`config.mk`:
```
export PLATFORM = sky130hd
export DESIGN_NAME = csr_top
export DESIGN_NICKNAME = d
export VERILOG_FILES = /design/src/rtl/csr_excp_pkg.sv /design/src/rtl/csr_addr_pkg.sv /design/src/rtl/csr_top.sv /design/src/rtl/csr_regfile.sv /design/src/rtl/csr_timer.sv /design/src/rtl/csr_excp_ctrl.sv
export SDC_FILE = /design/constraint.sdc
export NUM_CORES = 1
export LEC_CHECK = 0
export BUFFER_PORTS_ARGS = -buffer_cell sky130_fd_sc_hd__buf_4
export CORE_ASPECT_RATIO = 0.6
export CORE_UTILIZATION = 40
export DETAILED_ROUTE_END_ITERATION = 10
export PLACE_DENSITY = 0.68
export SLEW_MARGIN = 20
export SYNTH_ARGS = -nofsm -noshare
export SYNTH_HDL_FRONTEND = slang
export SYNTH_HIERARCHICAL = 1
export SYNTH_SLANG_ARGS = --single-unit
```
`constraint.sdc`:
```
create_clock -name clk -period 5.5 [get_ports clk]
set_input_delay 0 -clock clk [delete_from_list [all_inputs] [get_ports clk]]
set_output_delay 0 -clock clk [all_outputs]
set_load 0.005 [all_outputs]
```
`src/rtl/csr_excp_pkg.sv`:
```
`default_nettype none

package csr_excp_pkg;

  localparam int EXC_W = 8;

  // index order doubles as priority, lowest wins
  typedef logic [EXC_W-1:0] excp_vec_t;

  localparam int EXC_INT  = 0;
  localparam int EXC_ADEF = 1;
  localparam int EXC_ADEM = 2;
  localparam int EXC_ALE  = 3;
  localparam int EXC_SYS  = 4;
  localparam int EXC_BRK  = 5;
  localparam int EXC_INE  = 6;
  localparam int EXC_IPE  = 7;

  typedef logic [5:0] ecode_t;

  localparam ecode_t ECODE_INT = 6'h0;
  localparam ecode_t ECODE_ADE = 6'h8;
  localparam ecode_t ECODE_ALE = 6'h9;
  localparam ecode_t ECODE_SYS = 6'hb;
  localparam ecode_t ECODE_BRK = 6'hc;
  localparam ecode_t ECODE_INE = 6'hd;
  localparam ecode_t ECODE_IPE = 6'he;

  typedef logic [8:0] esubcode_t;

  localparam esubcode_t ESUB_NONE = 9'd0;
  localparam esubcode_t ESUB_ADEM = 9'd1;

endpackage

`default_nettype wire

```
`src/rtl/csr_addr_pkg.sv`:
```
`default_nettype none

package csr_addr_pkg;

  typedef logic [13:0] csr_addr_t;
  typedef logic [31:0] csr_data_t;
  typedef logic [1:0]  rdcnt_t;
  typedef logic [63:0] stable_cnt_t;

  localparam rdcnt_t RDCNT_NONE  = 2'd0;
  localparam rdcnt_t RDCNT_ID    = 2'd1;
  localparam rdcnt_t RDCNT_VLOW  = 2'd2;
  localparam rdcnt_t RDCNT_VHIGH = 2'd3;

  localparam csr_addr_t CSR_CRMD   = 14'h0;
  localparam csr_addr_t CSR_PRMD   = 14'h1;
  localparam csr_addr_t CSR_ECTL   = 14'h4;
  localparam csr_addr_t CSR_ESTAT  = 14'h5;
  localparam csr_addr_t CSR_ERA    = 14'h6;
  localparam csr_addr_t CSR_BADV   = 14'h7;
  localparam csr_addr_t CSR_EENTRY = 14'hc;
  localparam csr_addr_t CSR_SAVE0  = 14'h30;
  localparam csr_addr_t CSR_SAVE1  = 14'h31;
  localparam csr_addr_t CSR_SAVE2  = 14'h32;
  localparam csr_addr_t CSR_SAVE3  = 14'h33;
  localparam csr_addr_t CSR_TID    = 14'h40;
  localparam csr_addr_t CSR_TCFG   = 14'h41;
  localparam csr_addr_t CSR_TVAL   = 14'h42;
  localparam csr_addr_t CSR_TICLR  = 14'h44;

  localparam int CRMD_PLV_MSB       = 1;
  localparam int CRMD_PLV_LSB       = 0;
  localparam int CRMD_IE            = 2;
  localparam int PRMD_PPLV_MSB      = 1;
  localparam int PRMD_PPLV_LSB      = 0;
  localparam int PRMD_PIE           = 2;
  localparam int ESTAT_IS_MSB       = 12;
  localparam int ESTAT_IS_LSB       = 0;
  localparam int ESTAT_ECODE_MSB    = 21;
  localparam int ESTAT_ECODE_LSB    = 16;
  localparam int ESTAT_ESUBCODE_MSB = 30;
  localparam int ESTAT_ESUBCODE_LSB = 22;
  localparam int ESTAT_TI_BIT       = 11;
  localparam int TCFG_EN            = 0;
  localparam int TCFG_PERIODIC      = 1;
  localparam int TCFG_INITVAL_MSB   = 31;
  localparam int TCFG_INITVAL_LSB   = 2;
  localparam int TICLR_CLR          = 0;
  localparam int EENTRY_VA_MSB      = 31;
  localparam int EENTRY_VA_LSB      = 6;
  localparam int ECTL_LIE_MSB       = 12;
  localparam int ECTL_LIE_LSB       = 0;

  // lie bit 10 has no source and stays zero
  localparam logic [12:0] ECTL_LIE_MASK = 13'h1bff;

endpackage

`default_nettype wire
```
`src/rtl/csr_top.sv`:
```
`default_nettype none

module csr_top
  import csr_addr_pkg::*;
  import csr_excp_pkg::*;
#(
  parameter csr_data_t TID_INIT = '0
) (
  input  wire logic       clk,
  input  wire logic       rst_n,
  input  wire logic       stall_i,
  input  wire logic       csr_we_i,
  input  wire csr_addr_t  csr_w_addr_i,
  input  wire csr_data_t  csr_w_mask_i,
  input  wire csr_data_t  csr_w_data_i,
  input  wire csr_addr_t  csr_r_addr_i,
  input  wire rdcnt_t     rdcnt_i,
  input  wire logic [7:0] int_i,
  input  wire excp_vec_t  excp_i,
  input  wire logic       ertn_i,
  input  wire csr_data_t  pc_i,
  input  wire csr_data_t  vaddr_i,
  output csr_data_t       csr_r_data_o,
  output logic            int_o,
  output csr_data_t       eentry_o,
  output csr_data_t       era_o
);

  logic        excp_valid;
  logic        ertn_valid;
  ecode_t      ecode;
  esubcode_t   esubcode;
  logic        badv_we;
  csr_data_t   badv;
  csr_data_t   era_val;
  logic        ti;
  csr_data_t   tcfg;
  csr_data_t   tval;
  stable_cnt_t stable_cnt;

  csr_excp_ctrl u_excp_ctrl (
    .stall_i      (stall_i),
    .excp_i       (excp_i),
    .ertn_i       (ertn_i),
    .pc_i         (pc_i),
    .vaddr_i      (vaddr_i),
    .excp_valid_o (excp_valid),
    .ertn_valid_o (ertn_valid),
    .ecode_o      (ecode),
    .esubcode_o   (esubcode),
    .badv_we_o    (badv_we),
    .badv_o       (badv),
    .era_val_o    (era_val)
  );

  csr_timer u_timer (
    .clk          (clk),
    .rst_n        (rst_n),
    .stall_i      (stall_i),
    .csr_we_i     (csr_we_i),
    .csr_w_addr_i (csr_w_addr_i),
    .csr_w_mask_i (csr_w_mask_i),
    .csr_w_data_i (csr_w_data_i),
    .ti_o         (ti),
    .tcfg_o       (tcfg),
    .tval_o       (tval),
    .stable_cnt_o (stable_cnt)
  );

  csr_regfile #(
    .TID_INIT (TID_INIT)
  ) u_regfile (
    .clk          (clk),
    .rst_n        (rst_n),
    .stall_i      (stall_i),
    .csr_we_i     (csr_we_i),
    .csr_w_addr_i (csr_w_addr_i),
    .csr_w_mask_i (csr_w_mask_i),
    .csr_w_data_i (csr_w_data_i),
    .csr_r_addr_i (csr_r_addr_i),
    .rdcnt_i      (rdcnt_i),
    .int_i        (int_i),
    .excp_valid_i (excp_valid),
    .ertn_valid_i (ertn_valid),
    .ecode_i      (ecode),
    .esubcode_i   (esubcode),
    .badv_we_i    (badv_we),
    .badv_i       (badv),
    .era_val_i    (era_val),
    .ti_i         (ti),
    .tcfg_i       (tcfg),
    .tval_i       (tval),
    .stable_cnt_i (stable_cnt),
    .csr_r_data_o (csr_r_data_o),
    .int_o        (int_o),
    .eentry_o     (eentry_o),
    .era_o        (era_o)
  );

endmodule

`default_nettype wire

```
`src/rtl/csr_regfile.sv`:
```
`default_nettype none

module csr_regfile
  import csr_addr_pkg::*;
  import csr_excp_pkg::*;
#(
  parameter csr_data_t TID_INIT = '0
) (
  input  wire logic        clk,
  input  wire logic        rst_n,
  input  wire logic        stall_i,
  input  wire logic        csr_we_i,
  input  wire csr_addr_t   csr_w_addr_i,
  input  wire csr_data_t   csr_w_mask_i,
  input  wire csr_data_t   csr_w_data_i,
  input  wire csr_addr_t   csr_r_addr_i,
  input  wire rdcnt_t      rdcnt_i,
  input  wire logic [7:0]  int_i,
  input  wire logic        excp_valid_i,
  input  wire logic        ertn_valid_i,
  input  wire ecode_t      ecode_i,
  input  wire esubcode_t   esubcode_i,
  input  wire logic        badv_we_i,
  input  wire csr_data_t   badv_i,
  input  wire csr_data_t   era_val_i,
  input  wire logic        ti_i,
  input  wire csr_data_t   tcfg_i,
  input  wire csr_data_t   tval_i,
  input  wire stable_cnt_t stable_cnt_i,
  output csr_data_t        csr_r_data_o,
  output logic             int_o,
  output csr_data_t        eentry_o,
  output csr_data_t        era_o
);

  logic [1:0]  crmd_plv_q;
  logic        crmd_ie_q;
  logic [1:0]  prmd_pplv_q;
  logic        prmd_pie_q;
  logic [12:0] ectl_lie_q;
  logic [1:0]  estat_is_sw_q;
  ecode_t      estat_ecode_q;
  esubcode_t   estat_esub_q;
  logic [7:0]  int_q;
  csr_data_t   era_q;
  csr_data_t   badv_q;
  logic [25:0] eentry_va_q;
  csr_data_t   save_q [4];
  csr_data_t   tid_q;

  logic [12:0] estat_is;
  csr_data_t   crmd_v;
  csr_data_t   prmd_v;
  csr_data_t   ectl_v;
  csr_data_t   estat_v;
  csr_data_t   eentry_v;
  csr_data_t   w_cur;
  csr_data_t   w_data;
  logic        wen;

  // software view of each register
  assign estat_is = {1'b0, ti_i, 1'b0, int_q, estat_is_sw_q};

  always_comb begin
    crmd_v   = '0;
    prmd_v   = '0;
    ectl_v   = '0;
    estat_v  = '0;
    eentry_v = '0;
    crmd_v[CRMD_PLV_MSB:CRMD_PLV_LSB]   = crmd_plv_q;
    crmd_v[CRMD_IE]                     = crmd_ie_q;
    prmd_v[PRMD_PPLV_MSB:PRMD_PPLV_LSB] = prmd_pplv_q;
    prmd_v[PRMD_PIE]                    = prmd_pie_q;
    ectl_v[ECTL_LIE_MSB:ECTL_LIE_LSB]   = ectl_lie_q;
    estat_v[ESTAT_IS_MSB:ESTAT_IS_LSB]  = estat_is;
    estat_v[ESTAT_ECODE_MSB:ESTAT_ECODE_LSB]       = estat_ecode_q;
    estat_v[ESTAT_ESUBCODE_MSB:ESTAT_ESUBCODE_LSB] = estat_esub_q;
    eentry_v[EENTRY_VA_MSB:EENTRY_VA_LSB]          = eentry_va_q;
  end

  function automatic csr_data_t csr_view(input csr_addr_t addr);
    csr_data_t v;
    case (addr)
      CSR_CRMD:   v = crmd_v;
      CSR_PRMD:   v = prmd_v;
      CSR_ECTL:   v = ectl_v;
      CSR_ESTAT:  v = estat_v;
      CSR_ERA:    v = era_q;
      CSR_BADV:   v = badv_q;
      CSR_EENTRY: v = eentry_v;
      CSR_SAVE0:  v = save_q[0];
      CSR_SAVE1:  v = save_q[1];
      CSR_SAVE2:  v = save_q[2];
      CSR_SAVE3:  v = save_q[3];
      CSR_TID:    v = tid_q;
      CSR_TCFG:   v = tcfg_i;
      CSR_TVAL:   v = tval_i;
      default:    v = '0;
    endcase
    return v;
  endfunction

  // masked merge against the current value
  assign wen    = csr_we_i && !stall_i;

  always_comb begin
    w_cur = csr_view(csr_w_addr_i);
  end

  assign w_data = (w_cur & ~csr_w_mask_i) | (csr_w_data_i & csr_w_mask_i);

  // later assignments win so a write beats ertn and ertn beats an exception
  always_ff @(posedge clk) begin
    if (!rst_n) begin
      crmd_plv_q    <= '0;
      crmd_ie_q     <= 1'b0;
      prmd_pplv_q   <= '0;
      prmd_pie_q    <= 1'b0;
      ectl_lie_q    <= '0;
      estat_is_sw_q <= '0;
      estat_ecode_q <= '0;
      estat_esub_q  <= '0;
      tid_q         <= TID_INIT;
    end else begin
      if (excp_valid_i) begin
        prmd_pplv_q   <= crmd_plv_q;
        prmd_pie_q    <= crmd_ie_q;
        crmd_plv_q    <= '0;
        crmd_ie_q     <= 1'b0;
        estat_ecode_q <= ecode_i;
        estat_esub_q  <= esubcode_i;
      end
      if (ertn_valid_i) begin
        crmd_plv_q <= prmd_pplv_q;
        crmd_ie_q  <= prmd_pie_q;
      end
      if (wen) begin
        case (csr_w_addr_i)
          CSR_CRMD: begin
            crmd_plv_q <= w_data[CRMD_PLV_MSB:CRMD_PLV_LSB];
            crmd_ie_q  <= w_data[CRMD_IE];
          end
          CSR_PRMD: begin
            prmd_pplv_q <= w_data[PRMD_PPLV_MSB:PRMD_PPLV_LSB];
            prmd_pie_q  <= w_data[PRMD_PIE];
          end
          CSR_ECTL:  ectl_lie_q    <= w_data[ECTL_LIE_MSB:ECTL_LIE_LSB] & ECTL_LIE_MASK;
          CSR_ESTAT: estat_is_sw_q <= w_data[1:0];
          CSR_TID:   tid_q         <= w_data;
          default: ;
        endcase
      end
    end
  end

  // hw lines land one cycle late
  always_ff @(posedge clk) begin
    if (!rst_n) begin
      int_q <= '0;
    end else begin
      int_q <= int_i;
    end
  end

  always_ff @(posedge clk) begin
    if (excp_valid_i) begin
      era_q <= era_val_i;
    end
    if (excp_valid_i && badv_we_i) begin
      badv_q <= badv_i;
    end
    if (wen) begin
      case (csr_w_addr_i)
        CSR_ERA:    era_q       <= w_data;
        CSR_BADV:   badv_q      <= w_data;
        CSR_EENTRY: eentry_va_q <= w_data[EENTRY_VA_MSB:EENTRY_VA_LSB];
        CSR_SAVE0, CSR_SAVE1, CSR_SAVE2, CSR_SAVE3: begin
          save_q[csr_w_addr_i[1:0]] <= w_data;
        end
        default: ;
      endcase
    end
  end

  always_ff @(posedge clk) begin
    if (!stall_i) begin
      case (rdcnt_i)
        RDCNT_ID:    csr_r_data_o <= tid_q;
        RDCNT_VLOW:  csr_r_data_o <= stable_cnt_i[31:0];
        RDCNT_VHIGH: csr_r_data_o <= stable_cnt_i[63:32];
        RDCNT_NONE:  csr_r_data_o <= csr_view(csr_r_addr_i);
      endcase
    end
  end

  assign int_o    = crmd_ie_q && |(estat_is & ectl_lie_q);
  assign eentry_o = eentry_v;
  assign era_o    = era_q;

endmodule

`default_nettype wire

```
`src/rtl/csr_timer.sv`:
```
`default_nettype none

module csr_timer
  import csr_addr_pkg::*;
(
  input  wire logic      clk,
  input  wire logic      rst_n,
  input  wire logic      stall_i,
  input  wire logic      csr_we_i,
  input  wire csr_addr_t csr_w_addr_i,
  input  wire csr_data_t csr_w_mask_i,
  input  wire csr_data_t csr_w_data_i,
  output logic           ti_o,
  output csr_data_t      tcfg_o,
  output csr_data_t      tval_o,
  output stable_cnt_t    stable_cnt_o
);

  csr_data_t   tcfg_q;
  csr_data_t   tval_q;
  logic        ti_q;
  stable_cnt_t stable_q;

  logic        wen;
  logic        tcfg_we;
  logic        ticlr_we;
  csr_data_t   tcfg_merged;
  csr_data_t   ticlr_merged;
  csr_data_t   tval_reload;
  logic        timer_on;
  logic        tval_zero;

  assign wen = csr_we_i && !stall_i;

  assign tcfg_merged  = (tcfg_q & ~csr_w_mask_i) | (csr_w_data_i & csr_w_mask_i);
  // ticlr always reads zero, so only the new bits count
  assign ticlr_merged = csr_w_data_i & csr_w_mask_i;

  assign tcfg_we  = wen && (csr_w_addr_i == CSR_TCFG);
  assign ticlr_we = wen && (csr_w_addr_i == CSR_TICLR) && ticlr_merged[TICLR_CLR];

  assign tval_reload = {tcfg_q[TCFG_INITVAL_MSB:TCFG_INITVAL_LSB], 2'b00};
  assign timer_on    = tcfg_q[TCFG_EN];
  assign tval_zero   = (tval_q == '0);

  always_ff @(posedge clk) begin
    if (!rst_n) begin
      tcfg_q <= '0;
      tval_q <= '0;
    end else if (tcfg_we) begin
      tcfg_q <= tcfg_merged;
      tval_q <= {tcfg_merged[TCFG_INITVAL_MSB:TCFG_INITVAL_LSB], 2'b00};
    end else if (timer_on) begin
      if (!tval_zero) begin
        tval_q <= tval_q - 32'd1;
      end else if (tcfg_q[TCFG_PERIODIC]) begin
        tval_q <= tval_reload;
      end else begin
        // one-shot expiry parks at all ones
        tval_q          <= '1;
        tcfg_q[TCFG_EN] <= 1'b0;
      end
    end
  end

  // clear beats a same-cycle expiry
  always_ff @(posedge clk) begin
    if (!rst_n) begin
      ti_q <= 1'b0;
    end else if (ticlr_we) begin
      ti_q <= 1'b0;
    end else if (timer_on && tval_zero) begin
      ti_q <= 1'b1;
    end
  end

  // free running, stall does not hold it
  always_ff @(posedge clk) begin
    if (!rst_n) begin
      stable_q <= '0;
    end else begin
      stable_q <= stable_q + 64'd1;
    end
  end

  assign ti_o         = ti_q;
  assign tcfg_o       = tcfg_q;
  assign tval_o       = tval_q;
  assign stable_cnt_o = stable_q;

endmodule

`default_nettype wire

```
`src/rtl/csr_excp_ctrl.sv`:
```
`default_nettype none

module csr_excp_ctrl
  import csr_addr_pkg::*;
  import csr_excp_pkg::*;
(
  input  wire logic      stall_i,
  input  wire excp_vec_t excp_i,
  input  wire logic      ertn_i,
  input  wire csr_data_t pc_i,
  input  wire csr_data_t vaddr_i,
  output logic           excp_valid_o,
  output logic           ertn_valid_o,
  output ecode_t         ecode_o,
  output esubcode_t      esubcode_o,
  output logic           badv_we_o,
  output csr_data_t      badv_o,
  output csr_data_t      era_val_o
);

  excp_vec_t excp_live;
  logic      adef_win;
  logic      va_win;

  // nothing commits while stalled
  assign excp_live    = stall_i ? '0 : excp_i;
  assign excp_valid_o = |excp_live;
  assign ertn_valid_o = ertn_i && !stall_i;

  always_comb begin
    ecode_o    = ECODE_INT;
    esubcode_o = ESUB_NONE;
    adef_win   = 1'b0;
    va_win     = 1'b0;
    if (excp_live[EXC_INT]) begin
      ecode_o = ECODE_INT;
    end else if (excp_live[EXC_ADEF]) begin
      ecode_o  = ECODE_ADE;
      adef_win = 1'b1;
      va_win   = 1'b1;
    end else if (excp_live[EXC_ADEM]) begin
      ecode_o    = ECODE_ADE;
      esubcode_o = ESUB_ADEM;
      va_win     = 1'b1;
    end else if (excp_live[EXC_ALE]) begin
      ecode_o = ECODE_ALE;
      va_win  = 1'b1;
    end else if (excp_live[EXC_SYS]) begin
      ecode_o = ECODE_SYS;
    end else if (excp_live[EXC_BRK]) begin
      ecode_o = ECODE_BRK;
    end else if (excp_live[EXC_INE]) begin
      ecode_o = ECODE_INE;
    end else if (excp_live[EXC_IPE]) begin
      ecode_o = ECODE_IPE;
    end
  end

  // fetch faults report the pc, data faults the access address
  assign badv_we_o = va_win;
  assign badv_o    = adef_win ? pc_i : vaddr_i;
  assign era_val_o = pc_i;

endmodule

`default_nettype wire

```
==> results.py <==
metrics = {
    "run_status": {
        "status": "completed",
    },
    "layout": {
        "fillCellCount": 6263,
        "design_area_sq_mm": 0.03430,
        "nets": 3541,
        "final_cell_count_no_fill": 4301,
        "area_delta_synth_final_pct": 25.57,
        "drive_gt1_frac": 0.1804,
        "seqCellArea_sq_mm": 0.01095,
        "multi_input_area_sq_mm": 0.01516,
    },
    "synthesis": {
        "synth_most_common_cell": "dfxtp_1",
        "synth_area_leaders": "edfxtp_1, dfxtp_1, mux2i_1",
        "synth_seq_cells": 454,
        "synth_area_leader_cell": "edfxtp_1",
        "ys.flop_type": "dfxtp_1",
        "avgSynthCellArea_sq_um": 9.261,
        "ys_top_cells_by_count": "dfxtp_1, nand2_1, edfxtp_1, nor2_1, a21oi_1",
        "yosysTopAreaCellShare": 0.2045,
        "yosysSeqAreaShare": 0.4008,
        "synth-async-reset-ratio": 0,
        "yosysWarningCount": 6,
        "synth_area_sq_mm": 0.02732,
        "synth_cell_types": 101,
        "synthCells": 2950,
        "synth_edf_count": 186,
    },
    "global_routing": {
        "grt_pass1_vias": 26805,
        "grt_antenna_before_repair": 6,
        "grtUsageMet3": 0.1401,
        "grt_use_total": 0.4024,
        "grt_start_max_net_pins": 63,
        "groute.layer.met1.usage": 0.5308,
        "grt_busiest_layer": "met2",
        "overflow": 0,
        "grt_use_met2": 0.5815,
        "grt_pass1_wl_mm": 200.3,
    },
    "detailed_routing": {
        "routed_via_density": 6.735,
        "drc": 0,
        "drtIter0Drc": 5238,
        "vias": 28968,
        "drtPass1Iterations": 8,
        "drt-total-wl_mm": 143.8,
        "drtAntennaViolNets": 0,
        "wl_per_cell_um": 33.45,
    },
    "power": {
        "p_int_uw": 6038,
        "power_density_mw_per_mm2": 242.4,
        "ir_drop_uv": 208.7,
        "p_leak_uw": 0.01237,
        "swShare": 0.2737,
        "power.share.clock": 0.416,
        "combPwrFrac": 0.134,
        "seqPwrFrac": 0.450,
        "power_switching_uw": 2276,
    },
    "timing": {
        "clock.fmax_mhz": 265.0,
        "hold_viol": 0,
        "relSlewSlack": 0.1333,
        "drv_slew": 0,
        "fin_ws_ps": 1727,
        "fin_skew_ps": 25.67,
        "min_period_ps": 3773,
        "setup_viol": 0,
        "rsz0062_at_grt": "false",
        "min_period_over_period": 0.6860,
        "tns_ps": 0,
        "worst_pin_slew_ps": 1290,
    },
    "critical_path": {
        "required_ps": 6030,
        "critPathKind": "in2reg",
        "worstPathMaxFanout": 28,
        "critPathArrivalTime_ps": 4300,
        "critPathLaunchType": "primary input",
        "end_kind": "register",
    },
    "clock_network": {
        "cts.htree.levels": 2,
        "cts_setup_buffers": 0,
        "cts_buffers": 47,
        "clockBufferDepth": 3,
        "cts_root_buffer": "clkbuf_16",
        "clkLatencyLatePin_ps": 640,
        "clock-sinks": 454,
        "cts_tree": "built",
        "clk_pin_slew_ps": 60,
    },
    "die": {
        "core_sq_mm": 0.06686,
        "die_h_um": 204.4,
        "start_util": 0.4086,
        "die_area_sq_mm": 0.06938,
        "dieWidth_um": 339.4,
        "rows": 73,
        "ioPinCount": 276,
    },
    "placed_design": {
        "placed_cells": 3952,
        "placed_area_sq_mm": 0.03009,
        "dp_hpwl_mm": 106.5,
        "gp_routability_congestion": 1.114,
        "pre_cts_ws_ps": 1937,
        "numPortBuffers": 269,
    },
    "min_path": {
        "hp-class": "in2reg",
    },
    "job": {
        "drv_cap": 0,
    },
}
## cell families (layout without fill, tap and decap cells)
logic type      count (synthesis)  in the layout  share of synthesized area
fa+ha+maj                       4              4                   0.001741
buf+inv                       327            761                    0.05629
flops                         454            454                     0.4008
simple gates                 1030           1030                     0.2076
compound gates                837            837                     0.2185
other cells                     2             19                  0.0002749
xor+xnor                       73             73                    0.02340
mux                           223            223                    0.09133
## path summary, 6_finish.rpt
path / startpoint / cells after the start / end / slack, ps
setup / recovery: csr_w_addr_i[5] / 10 / u_regfile/era_o[23] / 1730
hold / removal: csr_w_addr_i[9] / 5 / u_timer/ti_o / 50
setup reg to reg: u_timer/tval_o[0] / 8 / register / 1910
hold reg to reg: u_timer/stable_cnt_o[63] / 2 / u_timer/stable_cnt_o[63] / 480
## per-layer routing
layer | wire, um | up-vias | share of wire
met5 | 12 | - | 0.000083
met4 | 8508 | 2 | 0.059
met3 | 21320 | 494 | 0.15
met2 | 58620 | 2474 | 0.41
met1 | 55380 | 13918 | 0.39
li1 | - | 12080 | -
## flip-flops by register name, summed over array words and instances, names as in the netlist, 26 cells and up, named ones only
| signal | cells |
|---|---|
| u_regfile/csr_r_data_o | 32 |
| u_regfile/eentry_va_q | 26 |
| u_timer/tval_o | 32 |
| u_regfile/badv_q | 32 |
| u_regfile/save_q | 128 |
| u_regfile/era_o | 32 |
| u_timer/stable_cnt_o | 64 |
| u_timer/tcfg_o | 30 |
| u_regfile/tid_q | 32 |
## worst max-delay path, stage by stage
cell and delay [ps]:
buf_4 190, or4_1 890, nor4_4 710, buf_4 360
buf_4 320, nand3_1 390, a21oi_1 240, dlygate4sd3_1 550
o21ai_0 60, dlygate4sd3_1 560
## stage by stage
stage	power, uW	util	hold slack [ps]
after detailed placement	4739	0.4501	213.9
after CTS	8272	0.5125	33.30
final	8314	0.5131	47.96
after floorplan	4240	-	127.3
after global placement	4738	0.4499	210.5
after global routing	8512	0.5130	72.74
## power by group through the flow
| stage | Sequential [uW] | Combinational [uW] | Clock, uW |
|---|---|---|---|
| after floorplan | 3740 | 503 | 0 |
| after global placement | 3810 | 923 | 0 |
| after detailed placement | 3810 | 929 | 0 |
| after CTS | 3740 | 1080 | 3460 |
| after global routing | 3740 | 1160 | 3610 |
| final | 3740 | 1120 | 3450 |
## what timing repair did
action	4_1_cts	5_1_grt
hold endpoints to repair	239	0
hold buffers	257	0
gates resized for setup	0	0
## cells in the final DEF (no fill, tap or decap), drive strengths merged, types with 52 or more instances in the layout
cell / count
buf: 353
nand3: 103
and2: 67
nor3: 86
a21oi: 173
nor4: 53
dfxtp: 268
nor2: 187
nand2: 244
inv: 64
edfxtp: 186
clkbuf: 69
a211oi: 74
and3: 52
mux2i: 130
a22oi: 95
o21ai: 117
mux2: 80
dlygate4sd3: 257
## cell type report
type	count	area share
Timing Repair Buffer	610	0.1524
Sequential cell	454	0.3192
Antenna cell	3	0.0002188
Clock buffer	69	0.03877
Multi-Input combinational cell	2183	0.4418
Tap cell	900	0.03283
Clock inverter	19	0.007878
Inverter	63	0.006894
(Power assumes the default switching activity.)
